`src/common/cpu8_pkg.sv`:
```
package cpu8_pkg;

  // Data and address widths
  typedef logic [7:0]  word_t;
  typedef logic [13:0] addr_t;
  typedef logic [2:0]  sp_t;
  typedef logic [2:0]  reg_sel_t;
  typedef logic [3:0]  flags_t;

  // Flag bit positions follow the condition field order
  localparam int FLAG_C = 0;
  localparam int FLAG_Z = 1;
  localparam int FLAG_S = 2;
  localparam int FLAG_P = 3;

  localparam int STACK_DEPTH = 8;
  localparam int NUM_REGS    = 7;

  // Register field codes with B..L following A in order
  localparam reg_sel_t REG_A = 3'd0;
  localparam reg_sel_t REG_M = 3'd7;  // Memory operand, not supported

  typedef enum logic [2:0] {
    T1,
    T2,
    T3,
    T4,
    T5,
    WAIT,
    STOPPED
  } state_t;

  typedef enum logic [1:0] {
    CYC1,
    CYC2,
    CYC3
  } cyc_t;

  // Bits 7:6 of the T2 byte
  typedef enum logic [1:0] {
    PCI = 2'b00,  // Instruction fetch
    PCR = 2'b10,  // Memory read
    PCC = 2'b01   // I/O command
  } cycle_type_t;

  // Same order as instruction bits 5:3
  typedef enum logic [2:0] {
    ADD,
    ADC,
    SUB,
    SBB,
    AND,
    XOR,
    OR,
    CMP
  } alu_op_t;

  typedef enum logic [1:0] {
    RLC,
    RRC,
    RAL,
    RAR
  } rot_op_t;

  typedef enum logic [2:0] {
    NONE,
    STACK,
    REGS,
    ALU,
    TMP_A,
    TMP_B,
    DIN
  } bus_src_t;

endpackage
```
`src/common/cpu8_ctrl_if.sv`:
```
`timescale 1ns/10ps

interface cpu8_ctrl_if;

  cpu8_pkg::bus_src_t    bus_src;
  logic                  reg_we;
  cpu8_pkg::reg_sel_t    reg_sel;
  logic                  tmp_a_we;
  logic                  tmp_b_we;
  logic                  ir_we;
  logic                  alu_go;      // Low selects the step by one
  logic                  alu_is_rot;
  cpu8_pkg::alu_op_t     alu_op;
  cpu8_pkg::rot_op_t     rot_op;
  logic                  flag_we;
  logic                  stack_re_low;
  logic                  stack_we_low;
  logic                  stack_we_high;
  logic                  sp_push;
  logic                  sp_pop;
  logic                  pc_inc;
  cpu8_pkg::cycle_type_t cycle_type;

  modport sequencer (
    output bus_src, reg_we, reg_sel, tmp_a_we, tmp_b_we, ir_we,
    output alu_go, alu_is_rot, alu_op, rot_op, flag_we,
    output stack_re_low, stack_we_low, stack_we_high, sp_push, sp_pop, pc_inc,
    output cycle_type
  );
  modport regs (input reg_we, reg_sel);
  modport alu (input alu_go, alu_is_rot, alu_op, rot_op, flag_we);
  modport stack (
    input stack_re_low, stack_we_low, stack_we_high, sp_push, sp_pop, pc_inc, cycle_type
  );
  modport latches (input bus_src, tmp_a_we, tmp_b_we, ir_we, cycle_type);

endinterface

```
`src/design/cpu8_core.sv`:
```
`timescale 1ns/10ps

module cpu8_core (
  input  logic             clk,
  input  logic             rst,
  input  cpu8_pkg::word_t  d_in,
  input  logic             ready,
  output cpu8_pkg::word_t  d_out,
  output logic             sync,
  output cpu8_pkg::state_t state
);

  cpu8_pkg::word_t  instr;
  cpu8_pkg::word_t  pc_byte;
  cpu8_pkg::word_t  rd_data;
  cpu8_pkg::word_t  acc;
  cpu8_pkg::word_t  alu_result;
  cpu8_pkg::word_t  tmp_a;
  cpu8_pkg::word_t  tmp_b;
  cpu8_pkg::flags_t flags;

  cpu8_ctrl_if ctrl ();

  cycle_sequencer u_sequencer (
    .clk   (clk),
    .rst   (rst),
    .ready (ready),
    .instr (instr),
    .flags (flags),
    .ctrl  (ctrl.sequencer),
    .state (state),
    .sync  (sync)
  );

  // The internal bus drives the pins directly
  reg_file u_reg_file (
    .clk     (clk),
    .rst     (rst),
    .ctrl    (ctrl.regs),
    .bus_val (d_out),
    .rd_data (rd_data),
    .acc     (acc)
  );

  alu u_alu (
    .clk    (clk),
    .rst    (rst),
    .ctrl   (ctrl.alu),
    .a      (tmp_a),
    .b      (tmp_b),
    .result (alu_result),
    .flags  (flags)
  );

  address_stack u_stack (
    .clk     (clk),
    .rst     (rst),
    .ctrl    (ctrl.stack),
    .bus_val (d_out),
    .pc_byte (pc_byte)
  );

  bus_latches u_latches (
    .clk        (clk),
    .rst        (rst),
    .ctrl       (ctrl.latches),
    .d_in       (d_in),
    .pc_byte    (pc_byte),
    .rd_data    (rd_data),
    .alu_result (alu_result),
    .acc        (acc),
    .tmp_a      (tmp_a),
    .tmp_b      (tmp_b),
    .instr      (instr),
    .bus_val    (d_out)
  );

endmodule

```
`src/design/bus_latches.sv`:
```
`timescale 1ns/10ps

module bus_latches (
  input  logic            clk,
  input  logic            rst,
  cpu8_ctrl_if.latches    ctrl,
  input  cpu8_pkg::word_t d_in,
  input  cpu8_pkg::word_t pc_byte,
  input  cpu8_pkg::word_t rd_data,
  input  cpu8_pkg::word_t alu_result,
  input  cpu8_pkg::word_t acc,
  output cpu8_pkg::word_t tmp_a,
  output cpu8_pkg::word_t tmp_b,
  output cpu8_pkg::word_t instr,
  output cpu8_pkg::word_t bus_val
);

  cpu8_pkg::word_t ir;

  always_ff @(posedge clk) begin
    if (rst) begin
      ir    <= '0;
      tmp_a <= '0;
      tmp_b <= '0;
    end else begin
      if (ctrl.ir_we)
        ir <= d_in;
      // A dual load is an operand fetch, A then takes the accumulator
      if (ctrl.tmp_a_we)
        tmp_a <= ctrl.tmp_b_we ? acc : bus_val;
      if (ctrl.tmp_b_we)
        tmp_b <= bus_val;
    end
  end

  // Bypass so the fetch T3 decodes the incoming opcode
  assign instr = ctrl.ir_we ? d_in : ir;

  always_comb begin
    case (ctrl.bus_src)
      cpu8_pkg::STACK: begin
        if (ctrl.cycle_type == cpu8_pkg::PCC)
          bus_val = {cpu8_pkg::PCC, 1'b0, ir[5:1]};  // Port number for OUT
        else
          bus_val = pc_byte;
      end
      cpu8_pkg::REGS:  bus_val = rd_data;
      cpu8_pkg::ALU:   bus_val = alu_result;
      cpu8_pkg::TMP_A: bus_val = tmp_a;
      cpu8_pkg::TMP_B: bus_val = tmp_b;
      cpu8_pkg::DIN:   bus_val = d_in;
      default:         bus_val = '0;
    endcase
  end

endmodule

```
`src/design/address_stack.sv`:
```
`timescale 1ns/10ps

module address_stack (
  input  logic            clk,
  input  logic            rst,
  cpu8_ctrl_if.stack      ctrl,
  input  cpu8_pkg::word_t bus_val,
  output cpu8_pkg::word_t pc_byte
);

  cpu8_pkg::addr_t entries [cpu8_pkg::STACK_DEPTH];
  cpu8_pkg::sp_t   sp;
  cpu8_pkg::addr_t pc;

  assign pc = entries[sp];  // Top entry is the live PC

  // Saturates at both ends
  always_ff @(posedge clk) begin
    if (rst)
      sp <= '0;
    else if (ctrl.sp_push && (sp != cpu8_pkg::sp_t'(cpu8_pkg::STACK_DEPTH - 1)))
      sp <= sp + 1'b1;
    else if (ctrl.sp_pop && (sp != '0))
      sp <= sp - 1'b1;
  end

  always_ff @(posedge clk) begin
    if (rst) begin
      for (int i = 0; i < cpu8_pkg::STACK_DEPTH; i++)
        entries[i] <= '0;
    end else if (ctrl.stack_we_low) begin
      entries[sp][7:0] <= bus_val;
    end else if (ctrl.stack_we_high) begin
      entries[sp][13:8] <= bus_val[5:0];
    end else if (ctrl.pc_inc) begin
      entries[sp] <= pc + 1'b1;
    end
  end

  assign pc_byte = ctrl.stack_re_low ? pc[7:0] : {ctrl.cycle_type, pc[13:8]};

endmodule

```
`src/design/alu.sv`:
```
`timescale 1ns/10ps

module alu (
  input  logic             clk,
  input  logic             rst,
  cpu8_ctrl_if.alu         ctrl,
  input  cpu8_pkg::word_t  a,
  input  cpu8_pkg::word_t  b,
  output cpu8_pkg::word_t  result,
  output cpu8_pkg::flags_t flags
);

  cpu8_pkg::word_t  operand;
  cpu8_pkg::word_t  arith;
  cpu8_pkg::word_t  rot_res;
  cpu8_pkg::flags_t flags_d;
  logic             carry_out;
  logic             rot_carry;

  assign operand = ctrl.alu_go ? b : 8'd1;  // INr/DCr step by one

  always_comb begin
    carry_out = 1'b0;
    case (ctrl.alu_op)
      cpu8_pkg::ADD: {carry_out, arith} = {1'b0, a} + {1'b0, operand};
      cpu8_pkg::ADC: {carry_out, arith} = {1'b0, a} + {1'b0, operand} + flags[cpu8_pkg::FLAG_C];
      cpu8_pkg::SBB: {carry_out, arith} = {1'b0, a} - {1'b0, operand} - flags[cpu8_pkg::FLAG_C];
      cpu8_pkg::AND: arith = a & operand;
      cpu8_pkg::XOR: arith = a ^ operand;
      cpu8_pkg::OR:  arith = a | operand;
      default:       {carry_out, arith} = {1'b0, a} - {1'b0, operand};  // SUB, CMP
    endcase
  end

  always_comb begin
    case (ctrl.rot_op)
      cpu8_pkg::RLC: rot_res = {a[6:0], a[7]};
      cpu8_pkg::RRC: rot_res = {a[0], a[7:1]};
      cpu8_pkg::RAL: rot_res = {a[6:0], flags[cpu8_pkg::FLAG_C]};
      default:       rot_res = {flags[cpu8_pkg::FLAG_C], a[7:1]};  // RAR
    endcase
  end

  assign rot_carry = ctrl.rot_op[0] ? a[0] : a[7];  // Odd codes rotate right
  assign result    = ctrl.alu_is_rot ? rot_res : arith;

  always_comb begin
    flags_d = flags;
    if (ctrl.alu_is_rot) begin
      flags_d[cpu8_pkg::FLAG_C] = rot_carry;
    end else begin
      if (ctrl.alu_go)
        flags_d[cpu8_pkg::FLAG_C] = carry_out;  // Logic ops give zero here
      flags_d[cpu8_pkg::FLAG_Z] = (arith == '0);
      flags_d[cpu8_pkg::FLAG_S] = arith[7];
      flags_d[cpu8_pkg::FLAG_P] = ~^arith;  // Even parity
    end
  end

  always_ff @(posedge clk) begin
    if (rst)
      flags <= '0;
    else if (ctrl.flag_we)
      flags <= flags_d;
  end

endmodule

```
`src/design/reg_file.sv`:
```
`timescale 1ns/10ps

module reg_file (
  input  logic            clk,
  input  logic            rst,
  cpu8_ctrl_if.regs       ctrl,
  input  cpu8_pkg::word_t bus_val,
  output cpu8_pkg::word_t rd_data,
  output cpu8_pkg::word_t acc
);

  cpu8_pkg::word_t regs [cpu8_pkg::NUM_REGS];

  always_ff @(posedge clk) begin
    if (rst) begin
      for (int i = 0; i < cpu8_pkg::NUM_REGS; i++)
        regs[i] <= '0;
    end else if (ctrl.reg_we && (ctrl.reg_sel < cpu8_pkg::NUM_REGS)) begin
      regs[ctrl.reg_sel] <= bus_val;
    end
  end

  // Code 7 names memory and reads as zero
  assign rd_data = (ctrl.reg_sel < cpu8_pkg::NUM_REGS) ? regs[ctrl.reg_sel] : '0;
  assign acc     = regs[cpu8_pkg::REG_A];

endmodule

```
`src/control/cycle_sequencer.sv`:
```
`timescale 1ns/10ps

module cycle_sequencer (
  input  logic              clk,
  input  logic              rst,
  input  logic              ready,
  input  cpu8_pkg::word_t   instr,
  input  cpu8_pkg::flags_t  flags,
  cpu8_ctrl_if.sequencer    ctrl,
  output cpu8_pkg::state_t  state,
  output logic              sync
);

  logic               ready_meta;
  logic               ready_s;
  cpu8_pkg::cyc_t     cycle;
  cpu8_pkg::state_t   next_state;
  cpu8_pkg::cyc_t     next_cycle;
  cpu8_pkg::reg_sel_t ddd;
  cpu8_pkg::reg_sel_t sss;
  cpu8_pkg::alu_op_t  op_field;
  logic               is_hlt, is_mov, is_step, is_rot, is_alu_r, is_alu_i;
  logic               is_lri, is_out, is_jmp, is_cal, is_ret;
  logic               cond_flag;
  logic               taken;

  // Two-flop synchronizer on ready
  always_ff @(posedge clk) begin
    if (rst) begin
      ready_meta <= 1'b0;
      ready_s    <= 1'b0;
    end else begin
      ready_meta <= ready;
      ready_s    <= ready_meta;
    end
  end

  always_ff @(posedge clk) begin
    if (rst) begin
      state <= cpu8_pkg::T1;
      cycle <= cpu8_pkg::CYC1;
    end else begin
      state <= next_state;
      cycle <= next_cycle;
    end
  end

  assign sync = (state == cpu8_pkg::T1) || (state == cpu8_pkg::T2);

  // Opcode fields and classes
  assign ddd      = instr[5:3];
  assign sss      = instr[2:0];
  assign op_field = cpu8_pkg::alu_op_t'(instr[5:3]);

  assign is_hlt   = (instr[7:1] == 7'd0) || (instr == 8'hff);
  assign is_mov   = (instr[7:6] == 2'b11) && (ddd != cpu8_pkg::REG_M) && (sss != cpu8_pkg::REG_M);
  assign is_step  = (instr[7:6] == 2'b00) && (instr[2:1] == 2'b00)
                    && (ddd != cpu8_pkg::REG_A) && (ddd != cpu8_pkg::REG_M);  // INr, DCr
  assign is_rot   = (instr[7:5] == 3'b000) && (sss == 3'b010);
  assign is_alu_r = (instr[7:6] == 2'b10) && (sss != cpu8_pkg::REG_M);
  assign is_alu_i = (instr[7:6] == 2'b00) && (sss == 3'b100);
  assign is_lri   = (instr[7:6] == 2'b00) && (sss == 3'b110) && (ddd != cpu8_pkg::REG_M);
  assign is_out   = (instr[7:6] == 2'b01) && instr[0] && (instr[5:4] != 2'b00);
  assign is_jmp   = (instr[7:6] == 2'b01) && (instr[1:0] == 2'b00);
  assign is_cal   = (instr[7:6] == 2'b01) && (instr[1:0] == 2'b10);
  assign is_ret   = (instr[7:6] == 2'b00) && (instr[1:0] == 2'b11);

  always_comb begin
    case (instr[4:3])
      2'b00:   cond_flag = flags[cpu8_pkg::FLAG_C];
      2'b01:   cond_flag = flags[cpu8_pkg::FLAG_Z];
      2'b10:   cond_flag = flags[cpu8_pkg::FLAG_S];
      default: cond_flag = flags[cpu8_pkg::FLAG_P];
    endcase
  end

  // Bit 2 marks the unconditional form, bit 5 picks true or false test
  assign taken = instr[2] || (instr[5] == cond_flag);

  always_comb begin
    next_state         = state;
    next_cycle         = cycle;
    ctrl.bus_src       = cpu8_pkg::NONE;
    ctrl.reg_we        = 1'b0;
    ctrl.reg_sel       = sss;
    ctrl.tmp_a_we      = 1'b0;
    ctrl.tmp_b_we      = 1'b0;
    ctrl.ir_we         = 1'b0;
    ctrl.alu_go        = 1'b0;
    ctrl.alu_is_rot    = 1'b0;
    ctrl.alu_op        = op_field;
    ctrl.rot_op        = cpu8_pkg::rot_op_t'(instr[4:3]);
    ctrl.flag_we       = 1'b0;
    ctrl.stack_re_low  = 1'b0;
    ctrl.stack_we_low  = 1'b0;
    ctrl.stack_we_high = 1'b0;
    ctrl.sp_push       = 1'b0;
    ctrl.sp_pop        = 1'b0;
    ctrl.pc_inc        = 1'b0;
    ctrl.cycle_type    = cpu8_pkg::PCI;

    case (state)
      cpu8_pkg::T1: begin
        next_state = cpu8_pkg::T2;
        if (cycle == cpu8_pkg::CYC2 && is_out) begin
          ctrl.bus_src = cpu8_pkg::REGS;  // Accumulator goes out as data
          ctrl.reg_sel = cpu8_pkg::REG_A;
        end else begin
          ctrl.bus_src      = cpu8_pkg::STACK;
          ctrl.stack_re_low = 1'b1;
        end
      end
      cpu8_pkg::T2: begin
        next_state   = ready_s ? cpu8_pkg::T3 : cpu8_pkg::WAIT;
        ctrl.bus_src = cpu8_pkg::STACK;
        if (cycle == cpu8_pkg::CYC1) begin
          ctrl.pc_inc = 1'b1;
        end else if (is_out) begin
          ctrl.cycle_type = cpu8_pkg::PCC;
        end else begin
          ctrl.cycle_type = cpu8_pkg::PCR;
          ctrl.pc_inc     = 1'b1;
        end
      end
      cpu8_pkg::WAIT:
        next_state = ready_s ? cpu8_pkg::T3 : cpu8_pkg::WAIT;
      cpu8_pkg::T3: begin
        next_state = cpu8_pkg::T1;
        case (cycle)
          cpu8_pkg::CYC1: begin
            ctrl.ir_we = 1'b1;  // instr already shows the new opcode here
            if (is_hlt)
              next_state = cpu8_pkg::STOPPED;
            else if (is_lri || is_alu_i || is_out || is_jmp || is_cal)
              next_cycle = cpu8_pkg::CYC2;
            else if (is_mov || is_step || is_rot || is_alu_r || (is_ret && taken))
              next_state = cpu8_pkg::T4;
          end
          cpu8_pkg::CYC2: begin
            ctrl.bus_src  = cpu8_pkg::DIN;
            ctrl.tmp_a_we = is_alu_i;
            ctrl.tmp_b_we = !is_out;  // Immediate or low target byte
            if (is_out)
              next_cycle = cpu8_pkg::CYC1;
            else if (is_jmp || is_cal)
              next_cycle = cpu8_pkg::CYC3;
            else
              next_state = cpu8_pkg::T4;
          end
          default: begin
            // High target byte
            ctrl.bus_src  = cpu8_pkg::DIN;
            ctrl.tmp_a_we = 1'b1;
            if (taken) begin
              next_state   = cpu8_pkg::T4;
              ctrl.sp_push = is_cal;  // Return address stays in the old entry
            end else begin
              next_cycle = cpu8_pkg::CYC1;
            end
          end
        endcase
      end
      cpu8_pkg::T4: begin
        next_state = cpu8_pkg::T5;
        if (cycle == cpu8_pkg::CYC1) begin
          ctrl.bus_src  = cpu8_pkg::REGS;
          ctrl.reg_sel  = is_step ? ddd : (is_rot ? cpu8_pkg::REG_A : sss);
          ctrl.tmp_a_we = is_step || is_rot || is_alu_r;
          ctrl.tmp_b_we = is_mov || is_alu_r;
          ctrl.sp_pop   = is_ret;
        end else if (cycle == cpu8_pkg::CYC3) begin
          ctrl.bus_src       = cpu8_pkg::TMP_A;
          ctrl.stack_we_high = 1'b1;
        end
      end
      cpu8_pkg::T5: begin
        next_state = cpu8_pkg::T1;
        next_cycle = cpu8_pkg::CYC1;
        if (cycle == cpu8_pkg::CYC3) begin
          ctrl.bus_src      = cpu8_pkg::TMP_B;
          ctrl.stack_we_low = 1'b1;
        end else if (is_mov || is_lri) begin
          ctrl.bus_src = cpu8_pkg::TMP_B;
          ctrl.reg_sel = ddd;
          ctrl.reg_we  = 1'b1;
        end else if (!is_ret) begin
          // ALU, step and rotate write back
          ctrl.bus_src    = cpu8_pkg::ALU;
          ctrl.flag_we    = 1'b1;
          ctrl.alu_go     = is_alu_r || is_alu_i;
          ctrl.alu_is_rot = is_rot;
          ctrl.alu_op     = is_step ? (instr[0] ? cpu8_pkg::SUB : cpu8_pkg::ADD) : op_field;
          ctrl.reg_sel    = is_step ? ddd : cpu8_pkg::REG_A;
          ctrl.reg_we     = is_step || is_rot || (op_field != cpu8_pkg::CMP);
        end
      end
      default:
        next_state = state;  // STOPPED holds until reset
    endcase
  end

endmodule

```
`config.mk`:
```
export PLATFORM = sky130hd
export DESIGN_NAME = cpu8_core
export DESIGN_NICKNAME = d
export VERILOG_FILES = /design/src/common/cpu8_pkg.sv /design/src/common/cpu8_ctrl_if.sv /design/src/design/cpu8_core.sv /design/src/design/bus_latches.sv /design/src/design/address_stack.sv /design/src/design/alu.sv /design/src/design/reg_file.sv /design/src/control/cycle_sequencer.sv
export SDC_FILE = /design/constraint.sdc
export NUM_CORES = 1
export LEC_CHECK = 0
export ABC_AREA = 1
export BUFFER_PORTS_ARGS = -buffer_cell sky130_fd_sc_hd__buf_2
export CAP_MARGIN = 30
export CORE_AREA = 2 2 195 197
export DETAILED_ROUTE_END_ITERATION = 7
export DIE_AREA = 0 0 197 199
export PLACE_DENSITY = 0.52
export SKIP_LAST_GASP = 1
export SLEW_MARGIN = 20
export SYNTH_ARGS = -nofsm -noshare
export SYNTH_HDL_FRONTEND = slang
export SYNTH_HIERARCHICAL = 1
export SYNTH_SLANG_ARGS = --single-unit
```
`constraint.sdc`:
```
create_clock -name clk -period 10.3 [get_ports clk]
set_input_delay 2.06 -clock clk [delete_from_list [all_inputs] [get_ports clk]]
set_output_delay 2.06 -clock clk [all_outputs]
set_load 0.05 [all_outputs]
```
* Yosys cells after proc, flatten, opt, wreduce, memory -nomap -nowiden *
Memory sizes are Yosys's and may differ from the RTL's. A register that Yosys moved wholly into a read port is not among the register bits.
Index checks and enable logic that the tools add are counted.

storage, ports and cells
  bits in registers = 38
  bits in writable memories = 168
  input bits = 11
  word-level logic and storage cells = 253
  memories kept = 2

memory list
  memory           depth  width  read ports  clocked after Yosys merged registers in  write ports  RTL line             text
  u_stack.entries  8      14     1           1                                        8            address_stack.sv:11  cpu8_pkg::addr_t entries [cpu8_pkg::STACK_DEPTH];
  u_reg_file.regs  7      8      2           0                                        7            reg_file.sv:12       cpu8_pkg::word_t regs [cpu8_pkg::NUM_REGS];

cells by class
  add/subtract/negate cells = 7
  order comparisons = 1
  eq/ne operators = 38
  multiplexer cells = 124
  bitwise operators = 6
  reduce and logical (&&, ||, !) cells = 65

operator list
  kind                                                             count
  8-bit one-hot mux with 6 select lines                            2
  3-bit 2-to-1 mux                                                 28
  8-bit 2-to-1 mux                                                 9
  1-bit 2-to-1 mux                                                 56
  3-bit == test, second input constant                             10
  2-bit 2-to-1 mux                                                 15
  3-bit one-hot mux with 5 select lines                            2
  8-bit one-hot mux with 3 select lines                            1
  1-bit logical AND                                                20
  3-bit by 2-bit == test with 1-bit output, second input constant  6
  1-bit logical OR                                                 18
  3-bit inequality test, second input constant                     5
  14-bit by 1-bit adder with 14-bit output, second input constant  1
  14-bit 2-to-1 mux                                                1
  14-bit OR reduction                                              1
  2-bit == test, second input constant                             6
  2-bit zero test                                                  5
  8-bit by 8-bit adder with 9-bit output                           1
  9-bit by 1-bit adder with 9-bit output                           1
  3-bit by 1-bit == test with 1-bit output, second input constant  3
  3-bit zero test                                                  3
  3-bit one-hot mux with 3 select lines                            1
  8-bit by 8-bit subtractor with 9-bit output                      1
  9-bit by 1-bit subtractor with 9-bit output                      1
  other kinds (31)                                                 44

* Depth between registers and ports, before layout *
Gate-level depths: netlist of the first run.

  word-level depth = 20
  depth in mapped cells = 44
  depth with buffers taken out = 42

* Cells and area by module *
Netlist of the first run, hierarchy kept.

by module, submodules not included
  module           instances  cells each  area each (sq um)
  address_stack    1          754         6413.7
  reg_file         1          375         3183.1
  alu              1          386         2290.9
  bus_latches      1          273         1731.7
  cycle_sequencer  1          198         1034.7

* Worst setup path before layout of the first run *
OpenSTA, ideal clock, no wires.

  path kind = in2out
  start point = in d_in[4]
  end point = out d_out[7]
  data arrival time = 5.954 ns
  required time = 8.240 ns
  path slack = 2.286 ns
  cell stages on the path = 35
  path buffers = 2
  path through = nand2_1 -> nand2_1 -> buf_2 -> nand3_1 -> nand4_1 -> nand2_1 -> nor2_1 -> inv_1 -> nor2_4 -> inv_1 -> a21oi_1 -> clkbuf_1 -> inv_1 -> nor2_1 -> inv_1 -> ha_1 -> fa_1 -> inv_2 -> or2_1 -> nand2_1 -> nor2_1 -> inv_1 -> nor2_8 -> nand3_4 -> nor2_4 -> nand2_2 -> a21oi_1 -> o21ai_1 -> nand3b_1 -> nand2_2 -> o21ai_2 -> inv_1 -> o21ai_1 -> nor2_2 -> nand2_1

on the way
  word-level cells in the longest chain between the ends = 14
  elaborated cells between the ends (all ways) = 73
  those cells by class = add/sub: 4; order compare: 1; eq/ne: 15; mux: 37; bitwise: 3; reduce/logical: 12; memory: 1

RTL lines
  element                                                                                                       RTL line                                      text
  from (decl)                                                                                                   cpu8_core.sv:6                                input cpu8_pkg::word_t d_in,
  8-bit 2-to-1 mux *                                                                                            n/a
  net instr[4]                                                                                                  cpu8_core.sv:13                               cpu8_pkg::word_t instr;
  3-bit inequality test *                                                                                       cycle_sequencer.sv:56, cycle_sequencer.sv:62
  1-bit logical AND (2 in a row)                                                                                cycle_sequencer.sv:56                         assign is_mov = (instr[7:6] == 2'b11) && (ddd != cpu8_pkg::REG_M) && (sss != cpu8_pkg::REG_M);
  1-bit logical OR *                                                                                            cycle_sequencer.sv:182                        end else if (is_mov || is_lri) begin
  1-bit 2-to-1 mux *                                                                                            cycle_sequencer.sv:182
  1-bit 2-to-1 mux *                                                                                            cycle_sequencer.sv:179                        if (cycle == cpu8_pkg::CYC3) begin
  1-bit 2-to-1 mux *                                                                                            cycle_sequencer.sv:102                        case (state)
  net ctrl.alu_go                                                                                               cpu8_ctrl_if.sv:11                            logic alu_go;
  8-bit 2-to-1 mux *                                                                                            alu.sv:20                                     assign operand = ctrl.alu_go ? b : 8'd1;
  8-bit by 8-bit subtractor with 9-bit output / 8-bit by 8-bit adder with 9-bit output (equally long branches)  n/a
  9-bit by 1-bit subtractor with 9-bit output / 9-bit by 1-bit adder with 9-bit output (equally long branches)  alu.sv:27, alu.sv:26
  8-bit one-hot mux with 6 select lines *                                                                       alu.sv:24                                     case (ctrl.alu_op)
  8-bit 2-to-1 mux *                                                                                            alu.sv:45                                     assign result = ctrl.alu_is_rot ? rot_res : arith;
  net alu_result[7]                                                                                             cpu8_core.sv:17                               cpu8_pkg::word_t alu_result;
  8-bit one-hot mux with 6 select lines *                                                                       bus_latches.sv:40                             case (ctrl.bus_src)
  to (decl)                                                                                                     cpu8_core.sv:8                                output cpu8_pkg::word_t d_out,

Mark *: on every way through the listed nets, which the timed path passes. The rest lies on a longest branch.

* Final worst setup path of the first run *
  start point = reg u_sequencer.state[1]
  end point = out d_out[1]

on the way
  word-level cells in the longest chain between the ends = 16
  elaborated cells between the ends (all ways) = 103
  those cells by class = add/sub: 4; order compare: 1; eq/ne: 27; mux: 43; bitwise: 3; reduce/logical: 24; memory: 1

RTL lines
  element                                                                                                       RTL line                                                             text
  from (decl)                                                                                                   cycle_sequencer.sv:10                                                output cpu8_pkg::state_t state,
  from (signal assigned)                                                                                        cycle_sequencer.sv:40                                                state <= cpu8_pkg::T1;
  from (signal assigned)                                                                                        cycle_sequencer.sv:43                                                state <= next_state;
  3-bit by 2-bit == test with 1-bit output *                                                                    cycle_sequencer.sv:102
  1-bit 2-to-1 mux *                                                                                            cycle_sequencer.sv:102
  net ctrl.ir_we                                                                                                cpu8_ctrl_if.sv:10                                                   logic ir_we;
  8-bit 2-to-1 mux *                                                                                            n/a
  net instr[1]                                                                                                  cpu8_core.sv:13
  3-bit inequality test (tied with other cells)                                                                 cycle_sequencer.sv:56, cycle_sequencer.sv:60
  1-bit logical AND, on equally long branches                                                                   cycle_sequencer.sv:60, cycle_sequencer.sv:61, cycle_sequencer.sv:62
  1-bit logical OR / 1-bit logical AND (equally long branches)                                                  cycle_sequencer.sv:190, cycle_sequencer.sv:62
  (+4 left out)                                                                                                 n/a
  net ctrl.alu_go                                                                                               cpu8_ctrl_if.sv:11
  8-bit 2-to-1 mux *                                                                                            alu.sv:20
  8-bit by 8-bit subtractor with 9-bit output / 8-bit by 8-bit adder with 9-bit output (equally long branches)  n/a
  9-bit by 1-bit subtractor with 9-bit output / 9-bit by 1-bit adder with 9-bit output (equally long branches)  alu.sv:27, alu.sv:26
  8-bit one-hot mux with 6 select lines *                                                                       alu.sv:24
  8-bit 2-to-1 mux *                                                                                            alu.sv:45
  net alu_result[1]                                                                                             cpu8_core.sv:17
  8-bit one-hot mux with 6 select lines *                                                                       bus_latches.sv:40

Marked as above.

==> impl_metrics.toml, run 1 <==
[worst_setup_path]
critPathSlowestCell = "a2111oi_0"
r2r_end = "u_stack/entries[7][1]"
start_kind = "flop"
cp_top_family = "simple AND/OR/NAND/NOR gates"
cp.arrival_ns = 7.35
crit_top_cell = "inv_1"
required_ns = 8.24
path_max_fanout = 9
crit_path_end_kind = "output port"
ff2ff_path_depth = 35
max_stage_delay_ns = 0.67
r2r_slack_ns = 2.44
worstSetupPathType = "flop to output port"
critPathBufInv = 10
r2r-start = "u_sequencer/state[1]"

[clocking]
cts_tree = "done"
post_cts.repair.setup_buffers = 0
cts_sinks = 217
hold_buffers = 0
clk_pin_slew_ns = 0.06
clk_latency_ns = 0.56
post_cts_resize_count = 0
ctsLongestPathBuffers = 3
cts-root-buf = "clkbuf_16"
htreeDepth = 1
numCtsBuffers = 28

[pwr]
cellPowerDensity_nw_per_um2 = 146
p_leak_nw = 7.07
vdd_drop_max_mv = 0.117
finalPower_mw = 2.33

[die]
io_pins = 23
num_rows = 71
core_area_um2 = 37100
start_util = 0.395
die_h_um = 199
die_area_um2 = 39200
die_w_um = 197

[place]
numPortBuffers = 22
dpl_worst_slack_ns = 1.01
place_inst = 2439
placedInstanceArea_um2 = 15100
hpwl_um = 32200
gp_congestion = 0.927

[sta]
fin_ws_ns = 0.890
rsz0062_at_grt = "no"
finalClockSkew_ns = 0.0236
worst_pin_slew_ns = 0.961
fmax_mhz = 106
slew_viol_final = 0
setup_viol = 0
finalSetupTns_ns = 0
holdWs_ns = 0.401
finalHoldViolCount = 0
finalCritPeriodShare = 0.914
fin_crit_ns = 9.41
relSlewSlack = 0.358

[synth]
ys_types = 56
synthFlopType = "edfxtp_1"
syn_inst = 1986
ys_seq_area_frac = 0.411
synth_top_cells_by_area = "edfxtp_1 34%, nand2_1 14%, inv_1 7.2%"
synth_top_area_frac = 0.344
async_flop_share = 0
ys.warnings.count = 6
synth_top_cell_by_area = "edfxtp_1"
syn_area_per_cell_um2 = 7.38
ys_ff_latch = 217
netlist_area_um2 = 14700
synth-edff-count = 168

[flow_run]
max_cap_violations = 0

[outcome]
run_status = "finished clean"

[final_layout]
synthToLayoutAreaGrowth_pct = 9.05
finalNonFillerCells = 2490
finalInstanceArea_um2 = 16000
layout-drive-gt1-share = 0.116
antennaDiodeCount = 0
post-route-util = 0.430
final_nets = 2045

[global_route]
grt_overflow = 0
grtUsageTotal = 0.230
grt_pass1_wl_um = 69900
grt_pass1_vias = 12200
antenna_found_initial = 0
grt_max_degree = 61

[routing]
wl_per_cell_um = 18.0
drc = 0
drt_pre_antenna_iters = 5
antenna_left = 0
vias = 12900
drt-total-wl_um = 44800
drt-initial-drc-count = 964
route.detailed.vias_per_inst = 5.17

[hold_path]
hold_path_end = "u_sequencer/ready_s"
min_path_cells = 2
holdCritStartpoint = "u_sequencer/ready_meta"
hp-class = "flop to flop"
-- layer usage --
layer,share of wire,up-vias,track usage
met1,0.46,6088,0.318
li1,-,6407,-
met2,0.48,324,0.395
met3,0.044,51,0.0212
met4,0.018,0,0.0473
met5,0,-,0
-- cells in the final DEF (no fill, tap or decap), types with 6 or more instances in the layout --
cell type,count
a21oi_1,92
a21oi_2,15
buf_2,22
buf_4,13
clkbuf_1,6
clkbuf_16,29
conb_1,8
dfxtp_1,48
edfxtp_1,168
ha_1,36
inv_1,282
inv_2,21
nand2_1,546
nand2_2,33
nand3_1,149
nand3_2,12
nand3_4,12
nand4_1,38
nor2_1,263
nor2_2,30
nor2_4,11
nor3_1,12
o21ai_0,59
o21ai_1,28
o22ai_1,6
-- how the worst max path moves through the flow --
stage | slack [ns] | from | cells after the start | end
floorplan | 2.29 | d_in[4] | 35 | d_out[7]
global placement | 1.00 | d_in[3] | 28 | d_out[1]
detailed placement | 1.01 | d_in[3] | 28 | d_out[1]
CTS | 0.91 | u_sequencer/state[1] | 32 | d_out[1]
global route | 0.20 | u_sequencer/state[1] | 36 | d_out[7]
finish | 0.89 | u_sequencer/state[1] | 32 | d_out[1]
-- cell usage after synthesis (4+ instances only) --
cell and count:
edfxtp_1 168, a21oi_1 92, buf_4 12, nand2_1 546, nor2_1 263, clkbuf_1 13, nor2_4 11, nor2_2 30
a21oi_2 15, nor3_1 12, buf_2 19, inv_1 282, ha_1 36, buf_6 19, o211ai_1 5, o21ai_1 29
nand3_1 149, o221ai_1 4, dfxtp_1 49, nand2_2 33, nand3_2 12, o21ai_0 59, o2111ai_1 5, inv_2 21
nand3_4 12, o22ai_1 6, nand4_1 38
-- report_power, final --
group          leakage, nW  switching [mW]  internal (mW)
sequential            2.13          0.0123          0.974
clock                0.452           0.388          0.601
combinational         4.49           0.278         0.0765
-- layout make-up --
cell class | count | area, um^2
Multi-Input combinational cell | 1403 | 7030
Clock inverter | 14 | 146
Timing Repair Buffer | 36 | 219
Inverter | 309 | 1190
Tap cell | 474 | 593
Fill cell | 3925 | 21200
Sequential cell | 217 | 6030
Clock buffer | 37 | 776
-- worst register-to-register path, delay by kind of cell, from the launching register on --
| family | cells | cell delay [ns] |
|---|---|---|
| flops | 1 | 0.42 |
| fa+ha+maj | 3 | 1.07 |
| compound gates | 4 | 1.76 |
| buf+inv | 10 | 1.55 |
| simple gates | 18 | 2.83 |
-- registers in the layout, summed over array words and instances, names as in the netlist, named ones only --
register                flops
u_stack/entries           112
u_latches/tmp_a             8
u_alu/flags                 4
u_sequencer/ready_s         1
u_sequencer/state           3
u_stack/sp                  3
u_sequencer/cycle           2
u_latches/tmp_b             8
u_latches/ir                8
u_reg_file/regs            64
u_sequencer/ready_meta      1
-- kinds of logic (layout without fill, tap and decap cells) --
kind of cell             Yosys count  after routing  share of synthesized area
AND/OR/NAND/NOR                 1118           1118                      0.346
buffers and inverters            373            396                      0.113
AO/OA/AOI/OAI                    232            232                     0.0918
flip-flops                       217            217                      0.411
adder cells (fa/ha/maj)           39             39                     0.0348
XOR/XNOR                           6              6                    0.00359
other                              1              8                   0.000256
No activity file was read; power rests on OpenSTA's default activity.
==> run 2: changes to the inputs <==
==> constraint.sdc (replaced) <==
create_clock -name clk -period 10.3 [get_ports clk]
set_input_delay 1.03 -clock clk [delete_from_list [all_inputs] [get_ports clk]]
set_output_delay 1.03 -clock clk [all_outputs]
set_load 0.05 [all_outputs]
==> impl_metrics.toml, run 2 (synthesis gave the netlist of run 1 again) <==
[clocking]
cts_tree = "done"
hold_buffers = 0
ctsLongestPathBuffers = 3
post_cts_resize_count = 0
htreeDepth = 1
cts-root-buf = "clkbuf_16"
post_cts.repair.setup_buffers = 0
clk_pin_slew_ns = 0.06
cts_sinks = 217
numCtsBuffers = 27
clk_latency_ns = 0.54

[sta]
finalSetupTns_ns = 0
fin_crit_ns = 8.43
rsz0062_at_grt = "no"
fmax_mhz = 119
setup_viol = 0
worst_pin_slew_ns = 0.931
slew_viol_final = 0
finalClockSkew_ns = 0.0107
finalHoldViolCount = 0
finalCritPeriodShare = 0.819
relSlewSlack = 0.378

[place]
gp_congestion = 0.942
placedInstanceArea_um2 = 15000
numPortBuffers = 22
hpwl_um = 32100
place_inst = 2435

[final_layout]
antennaDiodeCount = 0
synthToLayoutAreaGrowth_pct = 8.49
finalNonFillerCells = 2485
final_nets = 2041
fill_cells = 3899
layout_common_cells = "546 x nand2_1, 282 x inv_1, 263 x nor2_1"
top_regs = "u_stack/entries: 112 flops, u_reg_file/regs: 64 flops"
post-route-util = 0.428
ff_latch_area_um2 = 6030
layout-drive-gt1-share = 0.114
multi_input_area_um2 = 7030
finalInstanceArea_um2 = 15900
layout.cells.most_common = "nand2_1"
regMostFlops = "u_stack/entries"
largest_reg_flops = 112

[global_route]
grt_pass1_wl_um = 68400
grtUsageTotal = 0.225
grt_pass1_vias = 12200
antenna_found_initial = 0
grt_overflow = 0
grt_max_degree = 61

[pwr]
pwr-share-seq = 0.437
swShare = 0.291
combinationalPowerShare = 0.155
power.switching_mw = 0.658
cellPowerDensity_nw_per_um2 = 142
vdd_drop_max_mv = 0.114
p_int_mw = 1.60
clkPwrFrac = 0.408
p_leak_nw = 7.03

[die]
die_area_um2 = 39200
io_pins = 23
start_util = 0.395
core_area_um2 = 37100
die_h_um = 199
die_w_um = 197
num_rows = 71

[worst_setup_path]
path_max_fanout = 20
start_kind = "flop"
cp.arrival_ns = 7.40
required_ns = 9.27
ff2ff_path_depth = 34
critPathSlowestCell = "a21oi_1"
crit_path_end_kind = "output port"
worstSetupPathType = "flop to output port"
max_stage_delay_ns = 0.61
crit_top_cell = "inv_1"

[routing]
drc = 0
vias = 12900
drt_pre_antenna_iters = 5
drt-initial-drc-count = 1057
drt-total-wl_um = 43800
wl_per_cell_um = 17.6
route.detailed.vias_per_inst = 5.20
antenna_left = 0

[flow_run]
max_cap_violations = 0

[hold_path]
min_path_cells = 2
hp-class = "flop to flop"

[outcome]
run_status = "finished clean"
==> run 2: metrics by stage <==
step / worst slack (ns) / hold slack (ns) / power, mW
5_1_grt: 1.09 / 0.433 / 2.35
2_1_floorplan: 3.84 / 0.388 / 1.24
3_5_place_dp: 2.46 / 0.397 / 1.35
3_3_place_gp: 2.75 / 0.395 / 1.35
6_report: 1.87 / 0.403 / 2.26
4_1_cts: 1.87 / 0.407 / 2.28
==> run 2: per-layer routing <==
metal  global-route usage  part of all wire
met1                0.301              0.45
met4               0.0593             0.023
met5                    0                 0
met2                0.387              0.48
met3               0.0261             0.048
==> run 2: area by class of cell <==
| cell class | count | area share |
|---|---|---|
| multi-input combinational | 1403 | 0.442 |
| sequential | 217 | 0.379 |
| inverter | 309 | 0.0747 |
| clock buffer | 34 | 0.0460 |
| tap | 474 | 0.0373 |
| timing repair buffer | 33 | 0.0124 |
| clock inverter | 15 | 0.00811 |
==> run 2: power by group through the flow <==
| stage | clock, mW | sequential [mW] | combinational (mW) |
|---|---|---|---|
| 6_report | 0.921 | 0.986 | 0.350 |
| 5_1_grt | 0.977 | 0.989 | 0.380 |
| 4_1_cts | 0.949 | 0.986 | 0.347 |
| 3_5_place_dp | 0 | 1.00 | 0.346 |
| 3_3_place_gp | 0 | 1.00 | 0.342 |
| 2_1_floorplan | 0 | 1.00 | 0.239 |
==> run 2: critical path: cells and delay by family, from the launching register on <==
kind | cells | cell delay (ns)
and+or+nand+nor | 21 | 3.70
DFF | 1 | 0.34
adders and majority gates | 2 | 0.60
AOI/OAI and AO/OA | 5 | 1.07
buffers and inverters | 9 | 1.14
==> run 2: worst paths after layout <==
path                           endpoint                   start  slack [ns]
setup reg to reg  u_stack/entries[5][2]    u_sequencer/cycle[0]        2.64
hold reg to reg     u_sequencer/ready_s  u_sequencer/ready_meta        0.40
setup / recovery               d_out[7]    u_sequencer/cycle[0]        1.87
hold / removal      u_sequencer/ready_s  u_sequencer/ready_meta        0.40
